### src/source/uart_settings.svh
// UART frame settings
`ifndef UART_SETTINGS_SVH
`define UART_SETTINGS_SVH

////////////////////
// serial timing
`define UART_CLKS_PER_BIT 16            // clocks per bit, kept small for simulation

////////////////////
// frame format
`define UART_DATA_BITS 8

`define UART_PARITY_NONE 0
`define UART_PARITY_EVEN 1
`define UART_PARITY_ODD 2
`define UART_PARITY_MODE `UART_PARITY_EVEN

`define UART_STOP_BITS 1                // 1 or 2

// start + data + optional parity + stop
`define UART_PARITY_BITS ((`UART_PARITY_MODE == `UART_PARITY_NONE) ? 0 : 1)
`define UART_FRAME_BITS (1 + `UART_DATA_BITS + `UART_PARITY_BITS + `UART_STOP_BITS)

////////////////////
// receive buffer
`define UART_FIFO_DEPTH 16              // power of two, pointers wrap on their own

`endif

### src/source/uart_state_pkg.sv
// UART state machine encodings
package uart_state_pkg;

    ////////////////////
    // transmitter

    typedef enum logic [1:0]
    {
        tx_idle,        // waiting for tx_valid
        tx_frame,       // bits going out on the line
        tx_done         // one cycle after the last stop bit
    } tx_state_t;

    ////////////////////
    // receiver

    typedef enum logic [2:0]
    {
        rx_idle,        // line high, watching for the start edge
        rx_start,       // start bit, confirmed at its middle
        rx_data,        // data bits, LSB first
        rx_parity,      // parity bit when enabled
        rx_stop         // first stop bit, frame judged here
    } rx_state_t;

endpackage

### src/source/uart_types_pkg.sv
// UART datapath types
`include "uart_settings.svh"

package uart_types_pkg;

    ////////////////////
    // payload

    // one serial data word
    typedef logic [`UART_DATA_BITS-1:0] data_t;

    ////////////////////
    // counters

    // clock count inside one bit period
    typedef logic [$clog2(`UART_CLKS_PER_BIT)-1:0] tick_count_t;

    // bit index inside a frame, up to 12 bits per frame
    typedef logic [3:0] bit_count_t;

    // read and write pointers of the receive buffer
    typedef logic [$clog2(`UART_FIFO_DEPTH)-1:0] fifo_addr_t;

endpackage

### src/source/bit_timer.sv
// bit period timer
`include "uart_settings.svh"

module bit_timer
(
    input  logic clk,
    input  logic rst,
    input  logic run,           // count while high, hold at zero while low
    output logic mid_tick,
    output logic end_tick
);

    localparam uart_types_pkg::tick_count_t MID_COUNT =
        uart_types_pkg::tick_count_t'(`UART_CLKS_PER_BIT / 2 - 1);
    localparam uart_types_pkg::tick_count_t END_COUNT =
        uart_types_pkg::tick_count_t'(`UART_CLKS_PER_BIT - 1);

    uart_types_pkg::tick_count_t count;

    always_ff @(posedge clk)
    begin
        if (rst)
            count <= '0;
        else if (!run)
            count <= '0;
        else if (count == END_COUNT)
            count <= '0;                // next bit period
        else
            count <= count + 1'b1;
    end

    assign mid_tick = (count == MID_COUNT);
    assign end_tick = (count == END_COUNT);

    // the controller may only drop run once the count has wrapped
    // or right after a mid tick, so a stale end count never shows up
    a_no_end_when_stopped : assert property (
        @(posedge clk) disable iff (rst)
        !run |-> !end_tick
    );

endmodule

### src/source/rx_deserializer.sv
// receive line sampler and frame checker
`include "uart_settings.svh"

module rx_deserializer
(
    input  logic                  clk,
    input  logic                  rst,
    input  logic                  rx,
    input  logic                  sample_data,
    input  logic                  sample_parity,
    input  logic                  sample_stop,
    output logic                  line_level,   // synchronized rx
    output uart_types_pkg::data_t data,
    output logic                  byte_valid,
    output logic                  frame_err
);

    localparam int DATA_BITS   = `UART_DATA_BITS;
    localparam int PARITY_MODE = `UART_PARITY_MODE;

    logic [1:0] rx_sync;
    logic       parity_acc;                     // xor of all sampled bits
    logic       parity_ok;

    // two flop synchronizer, resets to idle high
    always_ff @(posedge clk)
    begin
        if (rst)
            rx_sync <= 2'b11;
        else
            rx_sync <= {rx_sync[0], rx};
    end

    assign line_level = rx_sync[1];

    // LSB arrives first, so shift in from the top
    always_ff @(posedge clk)
    begin
        if (sample_data)
            data <= {line_level, data[DATA_BITS-1:1]};
    end

    always_comb
    begin
        case (PARITY_MODE)
            `UART_PARITY_EVEN: parity_ok = ~parity_acc;
            `UART_PARITY_ODD:  parity_ok = parity_acc;
            default:           parity_ok = 1'b1;
        endcase
    end

    always_ff @(posedge clk)
    begin
        if (rst)
        begin
            parity_acc <= 1'b0;
            byte_valid <= 1'b0;
            frame_err  <= 1'b0;
        end
        else
        begin
            byte_valid <= sample_stop && parity_ok && line_level;
            frame_err  <= sample_stop && !(parity_ok && line_level);
            if (sample_stop)
                parity_acc <= 1'b0;             // ready for the next frame
            else if (sample_data || sample_parity)
                parity_acc <= parity_acc ^ line_level;
        end
    end

    // one bit of the frame per strobe, a second strobe would corrupt the parity
    a_one_sample_strobe : assert property (
        @(posedge clk) disable iff (rst)
        $onehot0({sample_data, sample_parity, sample_stop})
    );

endmodule

### src/source/rx_fifo.sv
// receive byte buffer
`include "uart_settings.svh"

module rx_fifo
(
    input  logic                  clk,
    input  logic                  rst,
    input  logic                  push,
    input  uart_types_pkg::data_t push_data,
    input  logic                  pop,
    output uart_types_pkg::data_t head_data,
    output logic                  not_empty,
    output logic                  overflow
);

    localparam int COUNT_W = $clog2(`UART_FIFO_DEPTH) + 1;
    localparam logic [COUNT_W-1:0] FULL_COUNT = COUNT_W'(`UART_FIFO_DEPTH);

    uart_types_pkg::data_t      mem [`UART_FIFO_DEPTH];
    uart_types_pkg::fifo_addr_t wr_ptr;
    uart_types_pkg::fifo_addr_t rd_ptr;
    logic [COUNT_W-1:0]         count;
    logic                       full;
    logic                       push_ok;
    logic                       pop_ok;

    assign full      = (count == FULL_COUNT);
    assign not_empty = (count != '0);
    assign pop_ok    = pop && not_empty;        // pop on empty is ignored
    assign push_ok   = push && (!full || pop_ok);
    assign head_data = mem[rd_ptr];             // first word falls through

    always_ff @(posedge clk)
    begin
        if (push_ok)
            mem[wr_ptr] <= push_data;
    end

    always_ff @(posedge clk)
    begin
        if (rst)
        begin
            wr_ptr   <= '0;
            rd_ptr   <= '0;
            count    <= '0;
            overflow <= 1'b0;
        end
        else
        begin
            overflow <= push && !push_ok;       // byte dropped
            if (push_ok)
                wr_ptr <= wr_ptr + 1'b1;
            if (pop_ok)
                rd_ptr <= rd_ptr + 1'b1;
            case ({push_ok, pop_ok})
                2'b10:   count <= count + 1'b1;
                2'b01:   count <= count - 1'b1;
                default: count <= count;
            endcase
        end
    end

    a_count_in_range : assert property (
        @(posedge clk) disable iff (rst)
        count <= FULL_COUNT
    );

endmodule

### src/source/tx_serializer.sv
// transmit frame shifter
`include "uart_settings.svh"

module tx_serializer
(
    input  logic                  clk,
    input  logic                  rst,
    input  logic                  load,     // capture data and build the frame
    input  logic                  shift,    // move the next bit onto the line
    input  uart_types_pkg::data_t data,
    output logic                  tx
);

    localparam int FRAME_BITS  = `UART_FRAME_BITS;
    localparam int DATA_BITS   = `UART_DATA_BITS;
    localparam int PARITY_MODE = `UART_PARITY_MODE;

    logic [FRAME_BITS-1:0] frame_init;
    logic [FRAME_BITS-1:0] frame_q;
    logic                  parity_bit;

    ////////////////////
    // frame image, bit 0 goes out first

    always_comb
    begin
        if (PARITY_MODE == `UART_PARITY_ODD)
            parity_bit = ~(^data);
        else
            parity_bit = ^data;             // even
    end

    always_comb
    begin
        frame_init = '1;                    // stop bits and idle fill
        frame_init[0] = 1'b0;               // start bit
        frame_init[DATA_BITS:1] = data;
        if (PARITY_MODE != `UART_PARITY_NONE)
            frame_init[DATA_BITS+1] = parity_bit;
    end

    ////////////////////
    // shift register and line driver

    always_ff @(posedge clk)
    begin
        if (load)
            frame_q <= frame_init;
        else if (shift)
            frame_q <= {1'b1, frame_q[FRAME_BITS-1:1]};  // refill with idle level
    end

    always_ff @(posedge clk)
    begin
        if (rst)
            tx <= 1'b1;                     // line idles high
        else if (shift)
            tx <= frame_q[0];
    end

endmodule

### src/source/uart_control.sv
// UART transmit and receive sequencing
`include "uart_settings.svh"

module uart_control
(
    input  logic clk,
    input  logic rst,
    // transmit side
    input  logic tx_valid,
    output logic tx_accept,
    output logic tx_busy,
    output logic tx_run,
    output logic tx_load,
    output logic tx_shift,
    input  logic tx_mid_tick,
    input  logic tx_end_tick,
    // receive side
    output logic rx_run,
    input  logic rx_mid_tick,
    input  logic line_level,
    output logic sample_data,
    output logic sample_parity,
    output logic sample_stop
);

    localparam uart_types_pkg::bit_count_t TX_LAST_BIT =
        uart_types_pkg::bit_count_t'(`UART_FRAME_BITS - 1);
    localparam uart_types_pkg::bit_count_t RX_LAST_DATA =
        uart_types_pkg::bit_count_t'(`UART_DATA_BITS - 1);
    localparam bit HAS_PARITY = (`UART_PARITY_MODE != `UART_PARITY_NONE);

    uart_state_pkg::tx_state_t  tx_state;
    uart_state_pkg::rx_state_t  rx_state;
    uart_types_pkg::bit_count_t tx_bit_cnt;
    uart_types_pkg::bit_count_t rx_bit_cnt;

    ////////////////////
    // transmit FSM

    assign tx_load  = (tx_state == uart_state_pkg::tx_idle) && tx_valid;
    assign tx_busy  = (tx_state != uart_state_pkg::tx_idle);
    // timer starts with the start bit, one cycle after the accept
    assign tx_run   = (tx_state == uart_state_pkg::tx_frame) && !tx_accept;
    // the accept cycle puts the start bit out, then one shift per bit end
    assign tx_shift = tx_accept || ((tx_state == uart_state_pkg::tx_frame) && tx_end_tick);

    always_ff @(posedge clk)
    begin
        if (rst)
        begin
            tx_state   <= uart_state_pkg::tx_idle;
            tx_accept  <= 1'b0;
            tx_bit_cnt <= '0;
        end
        else
        begin
            tx_accept <= tx_load;
            case (tx_state)
                uart_state_pkg::tx_idle:
                begin
                    tx_bit_cnt <= '0;
                    if (tx_valid)
                        tx_state <= uart_state_pkg::tx_frame;
                end
                uart_state_pkg::tx_frame:
                begin
                    if (tx_end_tick)
                    begin
                        if (tx_bit_cnt == TX_LAST_BIT)
                            tx_state <= uart_state_pkg::tx_done;   // last stop bit over
                        else
                            tx_bit_cnt <= tx_bit_cnt + 1'b1;
                    end
                end
                default:
                    tx_state <= uart_state_pkg::tx_idle;
            endcase
        end
    end

    ////////////////////
    // receive FSM

    assign rx_run        = (rx_state != uart_state_pkg::rx_idle);
    assign sample_data   = (rx_state == uart_state_pkg::rx_data) && rx_mid_tick;
    assign sample_parity = (rx_state == uart_state_pkg::rx_parity) && rx_mid_tick;
    assign sample_stop   = (rx_state == uart_state_pkg::rx_stop) && rx_mid_tick;

    always_ff @(posedge clk)
    begin
        if (rst)
        begin
            rx_state   <= uart_state_pkg::rx_idle;
            rx_bit_cnt <= '0;
        end
        else
        begin
            case (rx_state)
                uart_state_pkg::rx_idle:
                    if (!line_level)
                        rx_state <= uart_state_pkg::rx_start;    // falling edge
                uart_state_pkg::rx_start:
                begin
                    rx_bit_cnt <= '0;
                    if (rx_mid_tick)
                    begin
                        if (line_level)
                            rx_state <= uart_state_pkg::rx_idle;  // glitch, not a start bit
                        else
                            rx_state <= uart_state_pkg::rx_data;
                    end
                end
                uart_state_pkg::rx_data:
                begin
                    if (rx_mid_tick)
                    begin
                        rx_bit_cnt <= rx_bit_cnt + 1'b1;
                        if (rx_bit_cnt == RX_LAST_DATA)
                        begin
                            if (HAS_PARITY)
                                rx_state <= uart_state_pkg::rx_parity;
                            else
                                rx_state <= uart_state_pkg::rx_stop;
                        end
                    end
                end
                uart_state_pkg::rx_parity:
                    if (rx_mid_tick)
                        rx_state <= uart_state_pkg::rx_stop;
                default:
                    if (rx_mid_tick)
                        rx_state <= uart_state_pkg::rx_idle;     // judged, rearm at once
            endcase
        end
    end

    ////////////////////
    // protocol checks

    // the user holds tx_valid until it sees the accept
    a_accept_with_valid : assert property (
        @(posedge clk) disable iff (rst)
        tx_valid && !tx_accept |=> tx_valid || tx_accept
    );

    // the tx timer only runs while a frame is on the line
    a_tx_timer_in_frame : assert property (
        @(posedge clk) disable iff (rst)
        tx_mid_tick |-> (tx_state == uart_state_pkg::tx_frame)
    );

endmodule

### src/source/uart_top.sv
// RS-232 UART top level

module uart_top
(
    input  logic                  clk,
    input  logic                  rst,
    // serial lines
    input  logic                  rx,
    output logic                  tx,
    // transmit side
    input  logic                  tx_valid,
    input  uart_types_pkg::data_t tx_data,
    output logic                  tx_accept,
    output logic                  tx_busy,
    // receive side
    input  logic                  rx_read,
    output logic                  rx_valid,
    output uart_types_pkg::data_t rx_data,
    output logic                  rx_err,
    output logic                  rx_overflow
);

    logic                  tx_run;
    logic                  tx_load;
    logic                  tx_shift;
    logic                  tx_mid_tick;
    logic                  tx_end_tick;
    logic                  rx_run;
    logic                  rx_mid_tick;
    logic                  line_level;
    logic                  sample_data;
    logic                  sample_parity;
    logic                  sample_stop;
    logic                  byte_valid;
    uart_types_pkg::data_t rx_byte;

    ////////////////////
    // sequencing

    uart_control uart_control_inst
    (
        .clk           (clk),
        .rst           (rst),
        .tx_valid      (tx_valid),
        .tx_accept     (tx_accept),
        .tx_busy       (tx_busy),
        .tx_run        (tx_run),
        .tx_load       (tx_load),
        .tx_shift      (tx_shift),
        .tx_mid_tick   (tx_mid_tick),
        .tx_end_tick   (tx_end_tick),
        .rx_run        (rx_run),
        .rx_mid_tick   (rx_mid_tick),
        .line_level    (line_level),
        .sample_data   (sample_data),
        .sample_parity (sample_parity),
        .sample_stop   (sample_stop)
    );

    bit_timer tx_timer
    (
        .clk      (clk),
        .rst      (rst),
        .run      (tx_run),
        .mid_tick (tx_mid_tick),
        .end_tick (tx_end_tick)
    );

    // receiver works on mid-bit strobes only
    bit_timer rx_timer
    (
        .clk      (clk),
        .rst      (rst),
        .run      (rx_run),
        .mid_tick (rx_mid_tick),
        .end_tick ()
    );

    ////////////////////
    // datapath

    tx_serializer tx_serializer_inst
    (
        .clk   (clk),
        .rst   (rst),
        .load  (tx_load),
        .shift (tx_shift),
        .data  (tx_data),
        .tx    (tx)
    );

    rx_deserializer rx_deserializer_inst
    (
        .clk           (clk),
        .rst           (rst),
        .rx            (rx),
        .sample_data   (sample_data),
        .sample_parity (sample_parity),
        .sample_stop   (sample_stop),
        .line_level    (line_level),
        .data          (rx_byte),
        .byte_valid    (byte_valid),
        .frame_err     (rx_err)
    );

    rx_fifo rx_fifo_inst
    (
        .clk       (clk),
        .rst       (rst),
        .push      (byte_valid),
        .push_data (rx_byte),
        .pop       (rx_read),
        .head_data (rx_data),
        .not_empty (rx_valid),
        .overflow  (rx_overflow)
    );

endmodule

### config.mk
export PLATFORM = sky130hd
export DESIGN_NAME = uart_top
export DESIGN_NICKNAME = d
export VERILOG_FILES = /design/src/source/uart_state_pkg.sv /design/src/source/uart_types_pkg.sv /design/src/source/bit_timer.sv /design/src/source/rx_deserializer.sv /design/src/source/rx_fifo.sv /design/src/source/tx_serializer.sv /design/src/source/uart_control.sv /design/src/source/uart_top.sv
export VERILOG_INCLUDE_DIRS = /design/src /design/src/source
export SDC_FILE = /design/constraint.sdc
export NUM_CORES = 1
export LEC_CHECK = 0
export BUFFER_PORTS_ARGS = -buffer_cell sky130_fd_sc_hd__clkbuf_2
export CAP_MARGIN = 40
export CELL_PAD_IN_SITES_DETAIL_PLACEMENT = 1
export CELL_PAD_IN_SITES_GLOBAL_PLACEMENT = 2
export CORE_ASPECT_RATIO = 0.8
export CORE_UTILIZATION = 41
export CTS_CLUSTER_SIZE = 12
export DETAILED_ROUTE_END_ITERATION = 12
export GPL_ROUTABILITY_DRIVEN = 0
export PLACE_DENSITY = 0.86
export SLEW_MARGIN = 20
export SYNTH_ARGS = -nofsm -noshare
export SYNTH_HDL_FRONTEND = slang
export SYNTH_HIERARCHICAL = 1
export SYNTH_SLANG_ARGS = --single-unit
### constraint.sdc
create_clock -name clk -period 2.4 [get_ports clk]
set_input_delay 0.48 -clock clk [delete_from_list [all_inputs] [get_ports clk]]
set_output_delay 0.48 -clock clk [all_outputs]
set_load 0.05 [all_outputs]
* After elaboration in Yosys (flattened, before gate mapping)
Memories as Yosys holds them, arrays and structs flattened. A register that Yosys moved wholly into a read port is not among the register bits. Index checks and enable logic that the tools add are counted.
Operators by class: add/sub/neg operators 8, eq/ne operators 22, multiplexer cells 24, bitwise logic cells 4, reductions and logical operators 38
Operators with widths (count):
- 4-bit by 1-bit adder with 4-bit output (second input constant) | 6
- 10-bit two-way mux | 2
- 4-bit two-way mux | 5
- 3-bit two-way mux | 6
- 4-bit case mux with 2 select lines | 2
- 1-bit logical AND | 13
- 4-bit == test (second input constant) | 3
- 3-bit case mux with 4 select lines | 1
- 2-bit nonzero test | 6
- 2-bit inequality test (second input constant) | 5
- 5-bit case mux with 2 select lines | 1
- 4-bit by 3-bit == test with 1-bit output (second input constant) | 2
- 2-bit two-way mux | 4
- 2-bit by 1-bit inequality test with 1-bit output (second input constant) | 4
- 8-bit XOR reduction | 1
- 3-bit by 2-bit == test with 1-bit output (second input constant) | 2
- 3-bit AND reduction | 2
- 6-bit AND reduction | 1
- 3-bit OR reduction | 2
- 5-bit by 1-bit adder with 5-bit output (second input constant) | 1
- 5-bit == test (second input constant) | 1
- 5-bit nonzero test | 1
- 5-bit by 1-bit subtractor with 5-bit output (second input constant) | 1
- 2-bit by 1-bit == test with 1-bit output (second input constant) | 2
- other kinds (14) | 22
Storage, ports and cells: bits in registers 60, memory bits (writable) 128, input bits 13, memories 1
Memories:
- rx_fifo_inst.mem | depth 16, width 8, rd ports 1, clocked after Yosys merged registers in 1, write ports 1, line rx_fifo.sv:19 | uart_types_pkg::data_t mem [`UART_FIFO_DEPTH];

* Logic depth before layout (Yosys ltp)
Gate-level depths: netlist (run 1).
depth after elaboration 6, depth in mapped cells 9, mapped depth without buffers 8

* By module
The synthesis (run 1) kept the hierarchy.
By module, submodules not included:
- rx_fifo | instances 1, cells each 322, area an instance 5876.9 µm², seq. area each 4204.0 µm²
- uart_control | instances 1, cells each 101, area an instance 857.1 µm², seq. area each 280.3 µm²
- tx_serializer | instances 1, cells each 37, area an instance 510.5 µm², seq. area each 310.3 µm²
- rx_deserializer | instances 1, cells each 22, area an instance 414.1 µm², seq. area each 340.3 µm²
- bit_timer | instances 2, cells each 18, area an instance 180.2 µm², seq. area each 80.1 µm²

* Least setup slack after synthesis (run 1)
No wires, ideal clock.
path kind reg2out, from register with a tool-made name, to output port rx_data[1], arrival 1825 ps, setup slack 95 ps, cell stages (with the launch flop) 6, buffers on the path 2, path through dfxtp_1 clkbuf_1 buf_2 mux4_2 a22oi_1 nand2_1
RTL lines:
- to (decl) | line uart_top.sv:18 | output uart_types_pkg::data_t rx_data,

==> metrics.md, run 1 <==
| Metric | Value |
|---|---|
| Synth Instances | `approximately 520` |
| Share of post-route cells with drive strength above 1 | `0.2832` |
| Slew headroom | `0.6047` |
| Worst Hold Class | `in2reg` |
| WL/cell | `approximately 20 um` |
| Worst-case clock buffer depth | `2` |
| # placed instances | `796` |
| # clock sinks | `between 150 and 200` |
| Clk_lat worst skew | `450 ps` |
| Static Leak | `3.160 nW` |
| Critical path class | `reg2out` |
| Area grow syn2layout | `17.34%` |
| Crit path cell chain | `buf_12, mux4_2, a22oi_2, nand2_1, buf_8` |
| Final-stage net count | `594` |
| Initial antenna violation count | `0` |
| Initial Util | `0.4210` |
| Final worst slack | `-144.0 ps` |
| Syn Nets | `544` |
| Maximum capacitance violations | `0` |
| Total GRT Usage | `0.1794` |
| Clk root buf | `clkbuf_16` |
| Finish-stage setup viols | `8` |
| Data arrival, critical path | `2060 ps` |
| Achievable clock frequency | `393.1 MHz` |
| Via-to-Cell Ratio | `5.361` |
| Htree depth | `4` |
| Max-slew violations | `0` |
| Drt pass-1 iters | `4` |
| CP max stage delay | `520 ps` |
| Antenna Nets Post-Route | `0` |
| Iteration-0 DRC Markers | `269` |
| TritonCTS clock tree | `done` |
| DRC errors left | `0` |
| CP Capture Type | `output pin` |
| Port bufs | `26` |
| Required time of the critical path | `approximately 1900 ps` |
| Die Wd | `approximately 160 um` |
| Fillcell total | `1875` |
| Actual slew at the worst max-slew pin | `592.9 ps` |
| Crit path max-delay cell type | `mux4_2` |
| Via count | `about 4500` |
| Vias in the first global route | `4730` |
| VDD IR max | `0.0004538 V` |
| Failing checks | `negative setup slack` |
| Die H | `127.0 um` |
| DRT Wirelength | `16730 um` |
| Period utilization | `1.060` |
| Startpoint types | `register` |
| Row count | `45` |
| PwrDens | `688.7 nW/um^2` |
| First-pass GRT wire length | `between 20000 and 30000 um` |
| Ys Warns | `6` |
| Commonest cells after routing, fill and taps aside | `145 x edfxtp_1, 46 x dfxtp_1, 32 x mux4_2, 19 x buf_4` |
| Post-route non-filler standard cell count | `between 800 and 900` |
| Unrepaired setup endpoints after global routing | `true` |
| Outcome | `complete, but fails checks` |
| Final Hold Violating Endpoints | `0` |
| Total core area | `19030 um^2` |
| Synth Area per Inst | `15.53 um^2` |
| DP Wirelength | `11000 um` |
| GR Overflow Total | `0` |
| Hold-fix buffers, CTS | `0` |
| Num CTS Buffers | `17` |
| Commonest non-fill, non-tap cell in the layout | `edfxtp_1` |
| Largest net degree at the start of global routing | `33` |
| Sum Neg Setup Slack | `-1032 ps` |
| # diodes | `0` |
| Syn Std Cell Area | `8011 um^2` |
| Crit Path Max Fanout | `9` |
| Full die area | `20110 um^2` |
| # IOs | `27` |
| Worst Skew | `9.778 ps` |
| CTS clock-pin slew for the worst setup and hold paths | `70 ps` |
| Post-route minimum period | `2544 ps` |
[per-layer routing]
| metal | track usage | routed length, um | part of all wire | up-vias |
|---|---|---|---|---|
| met5 | 0 | 0 | 0 | - |
| met4 | 0.05939 | 199 | 0.012 | 0 |
| met3 | 0.04240 | 671 | 0.040 | 15 |
| met2 | 0.2988 | 8441 | 0.50 | 80 |
| met1 | 0.2309 | 7419 | 0.44 | 2298 |
| li1 | - | - | - | 2094 |
[area by class of cell]
type,instances,area [um^2],share of cell area
Multi-Input combinational cell,286,2653,0.2822
Clock buffer,18,429.2,0.04565
Timing Repair Buffer,53,490.5,0.05218
Clock inverter,14,146.4,0.01557
Sequential cell,192,5299,0.5637
Tap cell,258,322.8,0.03434
Inverter,16,60.06,0.006389
[critical path: cells and delay by family (launching register included)]
family                 cells  cell delay (ps)
AO/OA/AOI/OAI              1              230
buffers and inverters      2              330
flip-flops                 1              430
multiplexers               1              520
AND/OR/NAND/NOR            1              100
[power by group]
| group | leakage, nW | internal (mW) | switching, mW | total (mW) |
|---|---|---|---|---|
| logic | 1.19 | 0.0604 | 0.0752 | 0.136 |
| registers | 1.69 | 3.55 | 0.0180 | 3.57 |
| clock network | 0.279 | 1.47 | 1.31 | 2.77 |
[sequential cells by signal, summed over array words and instances (netlist names), 3 cells and up, named ones only]
signal and cells:
rx_fifo_inst/rd_ptr 4, uart_control_inst/rx_state 3, tx_timer/count 4, rx_deserializer_inst/data 8, rx_fifo_inst/wr_ptr 4, uart_control_inst/rx_bit_cnt 4
rx_fifo_inst/count 5, rx_timer/count 4, uart_control_inst/tx_bit_cnt 4, tx_serializer_inst/frame_q 10, rx_fifo_inst/mem 128
[worst paths after layout]
path | startpoint | endpoint | slack, ps | cells after the start
setup / recovery | register | rx_data[4] | -140 | 5
setup reg to reg | rx_fifo_inst/count[0] | rx_fifo_inst/count[4] | 80 | 8
hold / removal | rx | rx_deserializer_inst/rx_sync[0] | 220 | 2
hold reg to reg | rx_deserializer_inst/rx_sync[0] | rx_deserializer_inst/rx_sync[1] | 420 | 1
[per-stage QoR]
stage / total power, mW / setup slack, ps / util / hold slack (ps) / instance area, um^2
global route: 6.685 / -225.4 / 0.4940 / 206.5 / 9400
floorplan: 3.738 / 95.20 / - / 389.5 / 8011
detailed placement: 3.779 / 14.76 / 0.4478 / 408.3 / 8522
global placement: 3.771 / 104.5 / 0.4478 / 404.0 / 8522
finish: 6.474 / -144.0 / 0.4940 / 222.5 / 9400
CTS: 6.534 / -213.1 / 0.4893 / 202.7 / 9313
[repair_timing]
item	in CTS	in global routing
gates cloned	1	1
resized for setup	32	19
endpoints found under the setup margin	9	11
setup buffers	5	3
pin swaps	2	7
(Power assumes the default switching activity.)
==> inputs of run 2 (changes only) <==
--- a/config.mk
+++ b/config.mk
@@ -10,7 +10,6 @@
 export CAP_MARGIN = 40
 export CELL_PAD_IN_SITES_DETAIL_PLACEMENT = 1
 export CELL_PAD_IN_SITES_GLOBAL_PLACEMENT = 2
-export CORE_ASPECT_RATIO = 0.8
 export CORE_UTILIZATION = 41
 export CTS_CLUSTER_SIZE = 12
 export DETAILED_ROUTE_END_ITERATION = 12
==> metrics.md, run 2 (synthesis results as in run 1) <==
| Metric | Value |
|---|---|
| Outcome | `complete, but fails checks` |
| Failing checks | `negative setup slack` |
| Largest regs | `rx_fifo_inst/mem (128), tx_serializer_inst/frame_q (10), rx_deserializer_inst/data (8)` |
| Required time of the critical path | `1920 ps` |
| Commonest cells after routing, fill and taps aside | `145 x edfxtp_1, 46 x dfxtp_1, 32 x mux4_2, 18 x clkbuf_2, 18 x nor2_1` |
| CP max stage delay | `530 ps` |
| Crit path cell chain | `buf_12, buf_16, mux4_2, a22oi_2, nand2_1, buf_8` |
| Total GRT Usage | `0.1880` |
| Post-route minimum period | `~2600 ps` |
| Static Leak | `3.148 nW` |
| CP delay by family, top | `multiplexers` |
| Area grow syn2layout | `17.19%` |
| Sum Neg Setup Slack | `-991.3 ps` |
| Final Hold Violating Endpoints | `0` |
| Data arrival, critical path | `2070 ps` |
| Largest net degree at the start of global routing | `33` |
| Iteration-0 DRC Markers | `roughly 310` |
| # clock sinks | `around 190` |
| Final worst slack | `-151.8 ps` |
| Worst Hold Class | `in2reg` |
| Via count | `roughly 4500` |
| Pwr Total | `roughly 6.5 mW` |
| Post-route non-filler standard cell count | `around 830` |
| Levels on crit path | `6` |
| Unrepaired setup endpoints after global routing | `true` |
| Depth of the worst register-to-register path | `8` |
| Slew headroom | `0.5410` |
| Clk root buf | `clkbuf_16` |
| Actual slew at the worst max-slew pin | `688.4 ps` |
| Max-slew violations | `0` |
| Max reg flops | `roughly 130` |
| Worst-case clock buffer depth | `2` |
| Htree depth | `4` |
| Reg-to-reg endpoint | `rx_fifo_inst/count[4]` |
| Crit path max-delay cell type | `mux4_2` |
| Num CTS Buffers | `17` |
| Period utilization | `1.063` |
| # diodes | `0` |
| WL/cell | `roughly 21 um` |
| Achievable clock frequency | `approximately 390 MHz` |
| Vias in the first global route | `5009` |
| RR Startpoint | `rx_fifo_inst/count[1]` |
| Total core area | `18960 um^2` |
| Hold path start | `rx` |
| Antenna Nets Post-Route | `0` |
| CP Capture Type | `output pin` |
| Fillcell total | `1857` |
| First-pass GRT wire length | `27790 um` |
| Via-to-Cell Ratio | `5.361` |
| TritonCTS clock tree | `done` |
| Worst Skew | `10.33 ps` |
| Biggest register | `rx_fifo_inst/mem` |
| Clk_lat worst skew | `440 ps` |
| DP Wirelength | `11340 um` |
| DRC errors left | `0` |
| Die Wd | `141.8 um` |
| DRT Wirelength | `around 17000 um` |
| # placed instances | `799` |
| Initial antenna violation count | `0` |
| Row count | `50` |
| Maximum capacitance violations | `0` |
| Final-stage net count | `589` |
| Die H | `141.8 um` |
| Critical Path Sink | `rx_data[3]` |
| Initial Util | `0.4226` |
| Buf/Inv on CP | `3` |
| R2r setup slk | `90 ps` |
| Port bufs | `26` |
| Fin area | `9389 um^2` |
| Worst Hold Depth | `2` |
| # IOs | `27` |
| DP Area | `8532 um^2` |
| Commonest non-fill, non-tap cell in the layout | `edfxtp_1` |
| Startpoint types | `register` |
| Finish-stage setup viols | `8` |
| Crit Path Max Fanout | `5` |
| CTS clock-pin slew for the worst setup and hold paths | `70 ps` |
| PwrDens | `around 700 nW/um^2` |
| Drt pass-1 iters | `4` |
| VDD IR max | `between 0.0004 and 0.0005 V` |
| GR Overflow Total | `0` |
| Critical path class | `reg2out` |
| Share of post-route cells with drive strength above 1 | `0.2787` |
| Full die area | `20100 um^2` |
==> run 2: worst min-delay path by stage <==
stage	end	slack [ps]
after floorplan	rx_deserializer_inst/rx_sync[1]	390
final	rx_deserializer_inst/rx_sync[0]	240
after global placement	rx_deserializer_inst/rx_sync[1]	390
after detailed placement	rx_deserializer_inst/rx_sync[1]	400
after CTS	rx_deserializer_inst/rx_sync[0]	220
after global routing	rx_deserializer_inst/rx_sync[0]	240
==> run 2: worst reg2reg max path, cell delays in order, from the launching register on <==
cell,delay [ps]
dfxtp_1,370
or4_4,560
o21ai_4,220
inv_4,100
ha_4,290
nand2b_1,50
o2bb2ai_1,180
or3_1,390
nand4_1,100
==> run 2: what timing repair did <==
item	4_1_cts	5_1_grt
endpoints found under the hold margin	0	0
gates resized for setup	29	19
pin swaps	3	3
gates cloned	2	0
setup buffers	1	0
hold buffers	0	0
endpoints found under the setup margin	8	11
==> run 2: per-stage QoR <==
step	hold slack (ps)	setup WS [ps]	util
floorplan	389.5	95.20	-
global placement	391.9	129.8	0.4501
detailed placement	400.1	24.09	0.4501
CTS	221.3	-178.2	0.4916
global route	235.6	-222.7	0.4953
finish	241.4	-151.8	0.4953
==> run 2: metal layers <==
layer  global-route usage  routed length (um)
met1               0.2176                7206
met2               0.3446                9491
met3              0.04050                 498
met4              0.06169                 212
met5                    0                   0
==> run 2: power by group <==
part / switching, mW / internal (mW) / total (mW)
clock network: 1.37 / 1.40 / 2.77
logic: 0.0754 / 0.0593 / 0.135
registers: 0.0182 / 3.55 / 3.57
total: 1.46 / 5.01 / 6.47
==> run 2: area by class of cell <==
cell class              instances  area (um^2)  share of cell area
clock buffers                  17        425.4             0.04531
clock inverters                15        162.7             0.01732
inverters                      16        62.56            0.006663
multi-input cells             286         2653              0.2825
flip-flops and latches        192         5299              0.5644
well taps                     260        325.3             0.03465
repair buffers                 48        461.7             0.04917
